===== config.mk =====
export PLATFORM = sky130hd
export DESIGN_NAME = spi_master_top
export DESIGN_NICKNAME = d
export VERILOG_FILES = /design/src/logic/spi_pkg.sv /design/src/logic/spi_master_top.sv /design/src/logic/spi_sequencer.sv /design/src/logic/spi_xcvr.sv /design/src/logic/spi_fifo.sv
export VERILOG_INCLUDE_DIRS = /design/src /design/src/logic
export SDC_FILE = /design/constraint.sdc
export NUM_CORES = 1
export LEC_CHECK = 0
export ABC_AREA = 1
export BUFFER_PORTS_ARGS = -buffer_cell sky130_fd_sc_hd__buf_2
export CAP_MARGIN = 5
export CORE_MARGIN = 1
export CORE_UTILIZATION = 40
export DETAILED_ROUTE_END_ITERATION = 8
export PLACE_DENSITY = 0.61
export SYNTH_ARGS = -nofsm -noshare
export SYNTH_HDL_FRONTEND = slang
export SYNTH_SLANG_ARGS = --single-unit
export TNS_END_PERCENT = 1

===== constraint.sdc =====
create_clock -name clock -period 2.09 [get_ports clock]
set_input_delay 0.1045 -clock clock [delete_from_list [all_inputs] [get_ports clock]]
set_output_delay 0.1045 -clock clock [all_outputs]
set_load 0.01 [all_outputs]

===== src/logic/spi_cfg.svh =====
`ifndef SPI_CFG_SVH
`define SPI_CFG_SVH

// *************************************************************************
// Queue sizing
// *************************************************************************

`define SPI_FIFO_DEPTH 4

// *************************************************************************
// Serial clock timing, counted in system clocks
// *************************************************************************

// Half period of sclk when speed_fast is set.
`define SPI_HALF_FAST 2

// Half period of sclk when speed_fast is clear.
`define SPI_HALF_SLOW 6

// Chip select high time between two frames.
`define SPI_CS_GAP 2

`endif

===== src/logic/spi_pkg.sv =====
`default_nettype none

package spi_pkg;

  // *************************************************************************
  // Data and configuration types of the SPI master
  // *************************************************************************

  typedef logic [7:0] spi_byte_t;

  // One entry of the transmit queue.
  typedef struct packed {
    spi_byte_t data;
    logic      last;  // Chip select is released after this byte.
  } spi_tx_entry_t;

  // Serial mode, sampled continuously by the transceiver.
  typedef struct packed {
    logic speed_fast;  // Selects the short half period.
    logic cpol;        // Idle level of sclk.
    logic cpha;        // Sample on the trailing edge when set.
  } spi_mode_t;

endpackage

`default_nettype wire


===== src/logic/spi_master_top.sv =====
`default_nettype none

`include "spi_cfg.svh"

module spi_master_top import spi_pkg::*; (
  input  logic      clock,
  input  logic      reset_n,
  input  spi_mode_t mode,
  input  logic      tx_write,
  input  spi_byte_t tx_data,
  input  logic      tx_last,
  input  logic      rx_read,
  input  logic      miso,
  output logic      tx_full,
  output spi_byte_t rx_data,
  output logic      rx_empty,
  output logic      busy,
  output logic      cs_n,
  output logic      sclk,
  output logic      mosi
);

  spi_tx_entry_t tx_wr_entry;
  spi_tx_entry_t tx_entry;
  logic          tx_empty;
  logic          tx_pop;
  logic          rx_push;
  logic          rx_full;
  logic          start;
  logic          done;
  spi_byte_t     xcvr_tx;
  spi_byte_t     xcvr_rx;
  spi_byte_t     rx_byte;

  assign tx_wr_entry = '{data: tx_data, last: tx_last};

  // *************************************************************************
  // Queues
  // *************************************************************************

  spi_fifo #(
    .payload_t (spi_tx_entry_t),
    .DEPTH     (`SPI_FIFO_DEPTH)
  ) i_tx_fifo (
    .clock    (clock),
    .reset_n  (reset_n),
    .push     (tx_write),
    .data_in  (tx_wr_entry),
    .pop      (tx_pop),
    .data_out (tx_entry),
    .full     (tx_full),
    .empty    (tx_empty)
  );

  spi_fifo #(
    .payload_t (spi_byte_t),
    .DEPTH     (`SPI_FIFO_DEPTH)
  ) i_rx_fifo (
    .clock    (clock),
    .reset_n  (reset_n),
    .push     (rx_push),
    .data_in  (rx_byte),
    .pop      (rx_read),
    .data_out (rx_data),
    .full     (rx_full),
    .empty    (rx_empty)
  );

  // *************************************************************************
  // Byte engine
  // *************************************************************************

  spi_sequencer i_spi_sequencer (
    .clock    (clock),
    .reset_n  (reset_n),
    .tx_entry (tx_entry),
    .tx_empty (tx_empty),
    .rx_full  (rx_full),
    .done     (done),
    .rx       (xcvr_rx),
    .tx_pop   (tx_pop),
    .start    (start),
    .tx       (xcvr_tx),
    .rx_push  (rx_push),
    .rx_byte  (rx_byte),
    .cs_n     (cs_n),
    .busy     (busy)
  );

  spi_xcvr i_spi_xcvr (
    .clock   (clock),
    .reset_n (reset_n),
    .mode    (mode),
    .start   (start),
    .tx      (xcvr_tx),
    .miso    (miso),
    .rx      (xcvr_rx),
    .done    (done),
    .mosi    (mosi),
    .sclk    (sclk)
  );

endmodule

`default_nettype wire


===== src/logic/spi_sequencer.sv =====
`default_nettype none

`include "spi_cfg.svh"

module spi_sequencer import spi_pkg::*; (
  input  logic          clock,
  input  logic          reset_n,
  input  spi_tx_entry_t tx_entry,
  input  logic          tx_empty,
  input  logic          rx_full,
  input  logic          done,
  input  spi_byte_t     rx,
  output logic          tx_pop,
  output logic          start,
  output spi_byte_t     tx,
  output logic          rx_push,
  output spi_byte_t     rx_byte,
  output logic          cs_n,
  output logic          busy
);

  localparam int GAP_W = $clog2(`SPI_CS_GAP + 1);

  typedef enum logic [2:0] {
    SQ_IDLE,
    SQ_SELECT,
    SQ_RUN,
    SQ_WAIT,
    SQ_GAP
  } seq_state_t;

  seq_state_t       state;
  logic             done_q;
  logic             done_rise;
  logic             can_start;
  logic             launch;
  logic             capture;
  logic             last_q;
  logic [GAP_W-1:0] gap_cnt;

  assign done_rise = done && !done_q;
  // A push still in flight has not reached rx_full yet, so it blocks a start.
  assign can_start = !tx_empty && !rx_full && !rx_push && done;
  assign launch    = (state == SQ_SELECT || state == SQ_WAIT) && can_start;
  assign capture   = (state == SQ_RUN) && done_rise;

  always_ff @(posedge clock or negedge reset_n) begin
    if (!reset_n) begin
      state   <= SQ_IDLE;
      cs_n    <= 1'b1;
      busy    <= 1'b0;
      start   <= 1'b0;
      tx_pop  <= 1'b0;
      rx_push <= 1'b0;
      done_q  <= 1'b1;
      last_q  <= 1'b0;
      gap_cnt <= '0;
    end else begin
      start   <= launch;
      tx_pop  <= launch;       // Pop goes out together with start.
      rx_push <= capture;
      done_q  <= done;
      case (state)
        SQ_IDLE: begin
          if (!tx_empty) begin
            cs_n  <= 1'b0;
            state <= SQ_SELECT;
          end
        end
        SQ_SELECT, SQ_WAIT: begin
          if (launch) begin
            busy   <= 1'b1;
            last_q <= tx_entry.last;
            state  <= SQ_RUN;
          end
        end
        SQ_RUN: begin
          if (capture) begin
            if (last_q) begin
              cs_n    <= 1'b1;
              gap_cnt <= GAP_W'(`SPI_CS_GAP - 1);
              state   <= SQ_GAP;
            end else begin
              state <= SQ_WAIT;  // Chip select stays low for the next byte.
            end
          end
        end
        SQ_GAP: begin
          if (gap_cnt == '0) begin
            busy  <= 1'b0;
            state <= SQ_IDLE;
          end else begin
            gap_cnt <= gap_cnt - GAP_W'(1);
          end
        end
        default: begin
          state <= SQ_IDLE;
        end
      endcase
    end
  end

  always_ff @(posedge clock) begin
    if (launch) begin
      tx <= tx_entry.data;
    end
    if (capture) begin
      rx_byte <= rx;
    end
  end

endmodule

`default_nettype wire


===== src/logic/spi_xcvr.sv =====
`default_nettype none

`include "spi_cfg.svh"

module spi_xcvr import spi_pkg::*; (
  input  logic      clock,
  input  logic      reset_n,
  input  spi_mode_t mode,
  input  logic      start,
  input  spi_byte_t tx,
  input  logic      miso,
  output spi_byte_t rx,
  output logic      done,
  output logic      mosi,
  output logic      sclk
);

  typedef enum logic [1:0] {
    ST_IDLE,
    ST_LEAD,
    ST_TRAIL
  } xcvr_state_t;

  xcvr_state_t state;
  xcvr_state_t state_next;
  logic [8:0]  buffer;
  logic [8:0]  buffer_next;
  logic [2:0]  bits;
  logic [2:0]  bits_next;
  logic        phase;       // High between a leading and a trailing edge.
  logic        phase_next;
  logic [7:0]  half_cnt;
  logic [7:0]  half_limit;
  logic        tick;

  // *************************************************************************
  // Half period timer
  // *************************************************************************

  assign half_limit = mode.speed_fast ? 8'(`SPI_HALF_FAST - 1) : 8'(`SPI_HALF_SLOW - 1);
  assign tick       = (state != ST_IDLE) && (half_cnt == half_limit);

  always_ff @(posedge clock or negedge reset_n) begin
    if (!reset_n) begin
      half_cnt <= '0;
    end else if (state == ST_IDLE || tick) begin
      half_cnt <= '0;
    end else begin
      half_cnt <= half_cnt + 8'd1;
    end
  end

  // *************************************************************************
  // Bit engine
  // *************************************************************************

  assign done = (state == ST_IDLE);
  assign mosi = buffer[8];
  assign sclk = phase ^ mode.cpol;                 // Idles at cpol.
  assign rx   = mode.cpha ? buffer[7:0] : buffer[8:1];

  always_ff @(posedge clock or negedge reset_n) begin
    if (!reset_n) begin
      state  <= ST_IDLE;
      buffer <= '0;
      bits   <= '0;
      phase  <= 1'b0;
    end else begin
      state  <= state_next;
      buffer <= buffer_next;
      bits   <= bits_next;
      phase  <= phase_next;
    end
  end

  always_comb begin
    state_next  = state;
    buffer_next = buffer;
    bits_next   = bits;
    phase_next  = phase;
    case (state)
      ST_IDLE: begin
        phase_next = 1'b0;
        if (start) begin
          // With cpha set the first leading edge moves the MSB onto mosi.
          buffer_next = mode.cpha ? {1'b0, tx} : {tx, 1'b0};
          bits_next   = 3'd7;
          state_next  = ST_LEAD;
        end
      end
      ST_LEAD: begin
        if (tick) begin
          if (mode.cpha) begin
            buffer_next = {buffer[7:0], 1'b0};
          end else begin
            buffer_next[0] = miso;
          end
          phase_next = 1'b1;
          state_next = ST_TRAIL;
        end
      end
      ST_TRAIL: begin
        if (tick) begin
          if (mode.cpha) begin
            buffer_next[0] = miso;
          end else begin
            buffer_next = {buffer[7:0], 1'b0};
          end
          phase_next = 1'b0;
          bits_next  = bits - 3'd1;
          state_next = (bits == 3'd0) ? ST_IDLE : ST_LEAD;  // Eighth trailing edge ends it.
        end
      end
      default: begin
        state_next = ST_IDLE;
      end
    endcase
  end

endmodule

`default_nettype wire


===== src/logic/spi_fifo.sv =====
`default_nettype none

`include "spi_cfg.svh"

module spi_fifo #(
  parameter type payload_t = logic [7:0],
  parameter int  DEPTH     = `SPI_FIFO_DEPTH
) (
  input  logic     clock,
  input  logic     reset_n,
  input  logic     push,
  input  payload_t data_in,
  input  logic     pop,
  output payload_t data_out,
  output logic     full,
  output logic     empty
);

  localparam int PTR_W = (DEPTH > 1) ? $clog2(DEPTH) : 1;
  localparam int CNT_W = $clog2(DEPTH + 1);

  payload_t         mem [DEPTH];
  logic [PTR_W-1:0] wr_ptr;
  logic [PTR_W-1:0] rd_ptr;
  logic [CNT_W-1:0] count;
  logic [CNT_W-1:0] count_next;
  logic             do_push;
  logic             do_pop;

  assign do_push  = push && !full;  // A push into a full queue is dropped.
  assign do_pop   = pop && !empty;
  assign data_out = mem[rd_ptr];    // Head entry is always on the output.

  function automatic logic [PTR_W-1:0] ptr_inc(input logic [PTR_W-1:0] ptr);
    if (ptr == PTR_W'(DEPTH - 1)) begin
      return '0;
    end
    return ptr + PTR_W'(1);
  endfunction

  always_comb begin
    count_next = count;
    if (do_push && !do_pop) begin
      count_next = count + CNT_W'(1);
    end else if (do_pop && !do_push) begin
      count_next = count - CNT_W'(1);
    end
  end

  always_ff @(posedge clock or negedge reset_n) begin
    if (!reset_n) begin
      wr_ptr <= '0;
      rd_ptr <= '0;
      count  <= '0;
      full   <= 1'b0;
      empty  <= 1'b1;
    end else begin
      if (do_push) begin
        wr_ptr <= ptr_inc(wr_ptr);
      end
      if (do_pop) begin
        rd_ptr <= ptr_inc(rd_ptr);
      end
      count <= count_next;
      full  <= (count_next == CNT_W'(DEPTH));  // Flags follow the next count.
      empty <= (count_next == '0);
    end
  end

  always_ff @(posedge clock) begin
    if (do_push) begin
      mem[wr_ptr] <= data_in;
    end
  end

endmodule

`default_nettype wire


# Word level (Yosys, flattened, before mapping)
# Memories as Yosys holds them, arrays and structs flattened.
# Cells that the tools add are included.
op_classes:
  add_sub_neg: 11
  n_eq_ne: 23
  n_mux: 63
  bitwise: 1
  n_reduce_logical: 50
ops:
  columns: ["cell", "count"]
  rows:
  - ["3-bit 2-to-1 mux", 12]
  - ["9-bit 2-to-1 mux", 4]
  - ["2-bit 2-to-1 mux", 14]
  - ["9-bit case mux with 3 select lines", 1]
  - ["8-bit 2-to-1 mux", 3]
  - ["1-bit 2-to-1 mux", 22]
  - ["4-bit AND reduction", 4]
  - ["1-bit logical AND", 15]
  - ["3-bit logical NOT", 4]
  - ["2-bit by 1-bit != test with 1-bit output, second input constant", 6]
  - ["3-bit case mux with 4 select lines", 1]
  - ["3-bit AND reduction", 4]
  - ["2-bit equality test, second input constant", 5]
  - ["1-bit logical NOT", 10]
  - ["2-bit nonzero test", 5]
  - ["3-bit equality test, second input constant", 3]
  - ["3-bit by 1-bit subtractor with 3-bit output, second input constant", 3]
  - ["2-bit by 1-bit adder with 2-bit output, second input constant", 4]
  - ["8-bit by 1-bit adder with 8-bit output, second input constant", 1]
  - ["8-bit equality test", 1]
  - ["2-bit != test, second input constant", 4]
  - ["3-bit by 1-bit adder with 3-bit output, second input constant", 2]
  - ["3-bit by 2-bit equality test with 1-bit output, second input constant", 2]
  - ["2-bit case mux with 3 select lines", 1]
  - ["other kinds (14)", 17]
totals:
  reg_bits: 68
  ram_bits: 68
  in_bits: 17
  out_inout_bits: 14
  word_cells: 176
  mem_count: 2
mem_list:
  columns: ["memory", "words", "width", "read_ports", "rd_ports_with_merged_regs", "write_ports", "line", "text"]
  rows:
  - ["i_tx_fifo.mem", 4, 9, 1, 0, 1, "spi_fifo.sv:22", "payload_t mem [DEPTH];"]
  - ["i_rx_fifo.mem", 4, 8, 1, 0, 1, "spi_fifo.sv:22", null]

# Depth between registers and ports, before layout
logic_depth:
  depth_word: 7
  depth_mapped: 9
  ltp_nobuf: 9

# Modules after synthesis
# From an unflattened synthesis, not the netlist that was laid out.
hier_totals:
  hier_cells: 663
  hier_area_um2: 6439.9
by_module_without_submodules:
  columns: ["mod", "instances", "cells_per_inst", "area_per_inst_um2", "seq_area_each_um2"]
  rows:
  - ["spi_fifo at i_tx_fifo", 1, 170, 1948.1, 1307.5]
  - ["spi_fifo at i_rx_fifo", 1, 164, 1811.7, 1187.4]
  - ["spi_xcvr", 1, 240, 1615.3, 575.6]
  - ["spi_sequencer", 1, 89, 1064.8, 758.2]

# Least setup slack after synthesis
# Ideal clock, no wire load.
synth_path:
  path_kind: "reg-to-reg"
  start: "reg i_spi_xcvr.state[0]"
  end: "reg i_spi_sequencer.tx[0], enable pin"
  setup_ns: 0.378
  t_arrival_ns: 1.393
  t_required_ns: 1.712
  setup_slack_ns: 0.319
  stages_incl_launch_ff: 5
  n_path_buf: 0
  synth_period_minus_slack_ns: 1.771
  cell_sequence: "dfrtp_1 inv_1 ha_1 nand4_1 nor2_1"
synth_via:
  elab_chain_cells: 3
synth_lines:
  columns: ["item", "line", "text"]
  rows:
  - ["start, declared", "spi_xcvr.sv:24", "xcvr_state_t state;"]
  - ["start signal, assigned", "spi_xcvr.sv:69", "state <= state_next;"]
  - ["2-bit logical NOT", "spi_xcvr.sv:57", "assign done = (state == ST_IDLE);"]
  - ["named net done", "spi_master_top.sv:30", "logic done;"]
  - ["1-bit logical AND", "spi_sequencer.sv:43", "assign can_start = !tx_empty && !rx_full && !rx_push && done;"]
  - ["1-bit logical AND", "spi_sequencer.sv:44", "assign launch = (state == SQ_SELECT || state == SQ_WAIT) && can_start;"]
  - ["named net i_spi_sequencer.launch", "spi_sequencer.sv:36", "logic launch;"]
  - ["end signal, assigned", "spi_sequencer.sv:105", "tx <= tx_entry.data;"]
  - ["end, declared", "spi_sequencer.sv:15", "output spi_byte_t tx,"]
# The timed path passes the listed nets, and every way through them passes these cells.
# A chain may end at the register's enable or synchronous reset.

# Final worst setup path
layout_path:
  start: "reg i_spi_xcvr.state[0]"
  end: "reg i_spi_xcvr.bits[2]"
layout_via:
  elab_chain_cells: 4
  word_cells_on_any_way: 9
  classes_between: "3 x eq/ne; 1 x mux; 5 x reduce/logical"
layout_lines:
  columns: ["item", "line", "text"]
  rows:
  - ["2-bit nonzero test", "spi_xcvr.sv:41", "assign tick = (state != ST_IDLE) && (half_cnt == half_limit);"]
  - ["1-bit logical AND", "spi_xcvr.sv:41", null]
  - ["2-bit by 1-bit != test with 1-bit output (no source line)", null, null]
  - ["3-bit AND reduction (no source line)", null, null]
  - ["end signal, assigned", "spi_xcvr.sv:71", "bits <= bits_next;"]
  - ["end, declared", "spi_xcvr.sv:28", "logic [2:0] bits;"]
# Parallel ways exist; a longest one is shown, timed or not.

==> impl_results.md <==
- Result of the run: finished, final reports clean
- Fraction of final layout cells with drive strength greater than 1: 14.6%
- Max-capacitance violation count: 0
- Maximum clock insertion buffer count: 2
- Post-detailed-route count of antenna-violating nets: 0
- First-pass GRT wire length: around 20 mm
- Detailed-route DRC error count: 0
- Routed len/inst: 12.5 µm
- Number of flip-flops and latches in the synthesized netlist: about 140
- Largest net degree at the start of global routing: 26
- Number of hold-slack violations in the final timing report: 0
- Number of clock sinks: 136
- LEAKAGE: between 3 and 4 nW
- Slack of the worst reg-to-reg path: 290 ps
- Post-DR vias/cell: 4.67
- Initial detailed-routing violation count: 198
- Slew headroom: roughly two thirds
- Crit path max fanout: 15
- Period minus WS final: 1800 ps
- Sequential cell fraction of total power: a little under two fifths
- Final Max Slew Viols: 0
- Combinational group share of total power: 35.7%
- Maximum vdd ir drop: 0.000770 V
- Worst stage delay on the critical path: 470 ps
- Critical Path End Type: register
- Power density normalized to cell area: 1460 nW/µm²
- TNS Setup: 0 ps
- Actual slew at the worst max-slew pin: 483 ps
- Number of filler instances in the final layout: roughly 1,400
- Switching power summed over all nets: 4.00 mW
- Setup crit start kind: register
- Area share of the largest cell type after synthesis: 39.8%
- Cell types with the highest counts after synthesis: sky130_fd_sc_hd__nand2_1 (112), sky130_fd_sc_hd__edfxtp_1 (84), sky130_fd_sc_hd__nor2_1 (84)
- Total CTS buffers: 17
- Number of levels the H-tree was split into: 4
- Core region area: around 15,000 µm²
- Prevailing post-synth register cell: sky130_fd_sc_hd__edfxtp_1
- Overflow left after global routing: 0
- Setup-violating endpoint count in the final report: 0
- Capturing point of the worst reg2reg path: i_spi_xcvr.bits[2]
- Number of port buffers: 30
- Die width: 128 µm
- Pre-antenna DRT Iters: 6
- Share of synthesized flip-flops with an asynchronous set or reset: 38.2%
- Vias in the first global route: 4,244
- Share of power burned in the clock network: 27.0%
- Final design utilization: 48.8%
- Worst min path class: primary input to register
- Setup repair after global routing missed its margin: false
- Layout Nets: about 740
- Routed Wire Length: ~11 mm
- Antenna violations before repair: 0
- Hold path depth: 3
- GRT Resource Usage Total: between 10% and 20%
- Data required time at the worst endpoint: 2390 ps
- Post-DP HPWL: roughly 8.0 mm
- Critical Path Most Common Cell: sky130_fd_sc_hd__nand2_1
- Cell types occupying the most area after synthesis: sky130_fd_sc_hd__edfxtp_1 (40%), sky130_fd_sc_hd__dfrtp_1 (19%), sky130_fd_sc_hd__nand2_1 (6.6%), sky130_fd_sc_hd__nor2_1 (5.0%), sky130_fd_sc_hd__ha_1 (4.9%)
- Number of warnings printed during yosys synthesis: 0
- Mapped Nets: ~680
- Synth area leader: sky130_fd_sc_hd__edfxtp_1
- Most used standard cell by instance count after synthesis: sky130_fd_sc_hd__nand2_1
- Initial Util: 41.4%
- Number of flops mapped to enable cells by yosys: 84
- Count of unique library cells instantiated by Yosys: 39
- Clock root buffer: sky130_fd_sc_hd__clkbuf_16
- Floorplan row count: 45
- Post-CTS sizing: 0
- RD Place Congestion: roughly 0.83
- Switching power share of the total: 36.6%
- Clock transition at the registers of the reported paths: 50 ps
- Number of cells traversed by the worst register-to-register path: 7
- Internal power: about 6.9 mW
- Worst clock skew: ~8.4 ps
- Height of the chip: 128 µm
- Peak Freq: about 560 MHz
- Worst reg2reg startpoint: i_spi_xcvr.state[0]
- Sequential area share after synthesis: between 60% and 70%
- Worst-path cell chain: inv_1 -> ha_1 -> nor2_1 -> a21oi_1 -> nand2_1 -> nand2_1 -> nand2_1
- Final period util: 85.9%
- Synthesized instance count: 634
- Arrival time at the worst endpoint: roughly 2100 ps
- Mapped Avg Cell Area: 10.0 µm²
- Combined area of all synthesized cells: 6340 µm²
- TritonCTS clock tree: built
- Synthesis-to-layout area growth: 17.9%
- Number of antenna cells inserted: 0
- Worst hold path startpoint: miso
- Vias post-DR: 4,285
- Capture endpoint of the worst hold path: i_spi_xcvr.buffer[0]
- Post-layout total power: 10.9 mW
- Slowest cell on the critical path: sky130_fd_sc_hd__ha_1
- Insertion delay to the later sink of the worst-skew pair: between 400 and 500 ps
- Number of top-level design ports: 31
- Die outline area: 16,400 µm²
- Critical path class: register to register
==> critical path, delay by kind of cell (launching register included) <==
kind | cells | cell delay, ps
buffers and inverters | 1 | 120
AOI/OAI and AO/OA | 1 | 270
and+or+nand+nor | 4 | 380
adders and majority gates | 1 | 470
DFF | 1 | 430
==> how the worst max path moves through the flow <==
stage	startpoint	endpoint	cells past startpoint
after floorplan	i_spi_xcvr.state[0]	i_spi_sequencer.tx[0]	4
after global placement	i_spi_xcvr.state[0]	i_spi_xcvr.bits[2]	7
after detailed placement	i_spi_xcvr.state[0]	i_spi_xcvr.bits[0]	7
after CTS	i_rx_fifo.rd_ptr[1]	rx_data[6]	4
after global routing	i_spi_xcvr.state[0]	i_spi_xcvr.bits[0]	7
final	i_spi_xcvr.state[0]	i_spi_xcvr.bits[2]	7
==> placed cells by master (no fill, tap or decap), types with 2 or more instances in the layout <==
cell	n
sky130_fd_sc_hd__nor3b_1	2
sky130_fd_sc_hd__clkbuf_16	17
sky130_fd_sc_hd__nor2_4	4
sky130_fd_sc_hd__dlygate4sd3_1	10
sky130_fd_sc_hd__xor2_2	2
sky130_fd_sc_hd__clkinvlp_4	4
sky130_fd_sc_hd__clkbuf_1	3
sky130_fd_sc_hd__a31oi_1	2
sky130_fd_sc_hd__nand3_1	19
sky130_fd_sc_hd__inv_1	76
sky130_fd_sc_hd__dfrtp_1	48
sky130_fd_sc_hd__a21oi_1	22
sky130_fd_sc_hd__nand2_1	112
sky130_fd_sc_hd__and2_1	8
sky130_fd_sc_hd__inv_2	5
sky130_fd_sc_hd__o21ai_1	9
sky130_fd_sc_hd__dfstp_2	4
sky130_fd_sc_hd__xor2_1	4
sky130_fd_sc_hd__edfxtp_1	84
sky130_fd_sc_hd__clkinv_2	2
sky130_fd_sc_hd__nand2_2	7
sky130_fd_sc_hd__buf_2	30
sky130_fd_sc_hd__bufinv_16	3
sky130_fd_sc_hd__buf_4	15
sky130_fd_sc_hd__nor3_1	4
sky130_fd_sc_hd__o21ai_0	55
sky130_fd_sc_hd__nand4_1	10
sky130_fd_sc_hd__clkinv_1	3
sky130_fd_sc_hd__ha_1	25
sky130_fd_sc_hd__nor2_1	84
sky130_fd_sc_hd__nor2_2	4
sky130_fd_sc_hd__o22ai_1	17
==> power groups by stage <==
stage,Sequential (mW),Combinational [mW],Clock (mW)
finish,4.07,3.90,2.95
global route,4.16,4.55,3.13
CTS,4.08,3.96,3.03
detailed placement,4.13,3.92,0
global placement,4.09,3.74,0
floorplan,4.03,2.99,0
==> area by class of cell <==
type / instances / area (µm²) / share of cell area, %
Sequential cell: 136 / 3830 / 51.2
Multi-Input combinational cell: 401 / 2120 / 28.4
Clock buffer: 20 / 437 / 5.84
Timing Repair Buffer: 55 / 363 / 4.85
Inverter: 83 / 312 / 4.17
Tap cell: 211 / 264 / 3.53
Clock inverter: 12 / 151 / 2.02
==> kinds of logic after synthesis <==
logic type	after synthesis	share of synthesized area, %
flip-flops	136	60.4
adder cells (fa/ha/maj)	25	4.93
AND/OR/NAND/NOR	259	18.0
AO/OA/AOI/OAI	110	9.29
XOR/XNOR	7	1.20
buffers and inverters	97	6.17
==> registers in the layout, summed over array words and instances (netlist names), 2 cells and up <==
register,count
i_rx_fifo.count,3
i_rx_fifo.mem,32
i_rx_fifo.rd_ptr,2
i_rx_fifo.wr_ptr,2
i_spi_sequencer.gap_cnt,2
i_spi_sequencer.rx_byte,8
i_spi_sequencer.state,3
i_spi_sequencer.tx,8
i_spi_xcvr.bits,3
i_spi_xcvr.buffer,9
i_spi_xcvr.half_cnt,8
i_spi_xcvr.state,2
i_tx_fifo.count,3
i_tx_fifo.mem,36
i_tx_fifo.rd_ptr,2
i_tx_fifo.wr_ptr,2
==> per-layer routing <==
layer / global-route usage [%] / wire [µm]
met5: 0 / 0
met4: 5.67 / 110
met3: 5.18 / 494
met2: 26.0 / 5620
met1: 18.8 / 5220
==> repair_timing <==
action | in CTS | in global routing
hold buffers | 10 | 0
buffers inserted | 0 | 0
hold endpoints to repair | 85 | 0
==> through the flow <==
stage	cell area, µm²	hold WS (ps)	setup WS [ps]	cells
global route	7480	23.1	29.0	918
global placement	6790	-3.11	432	876
detailed placement	6790	3.47	296	876
floorplan	6340	-191	319	634
CTS	7480	11.4	288	918
finish	7480	23.1	294	918
No activity file was read; power rests on OpenSTA's default activity.
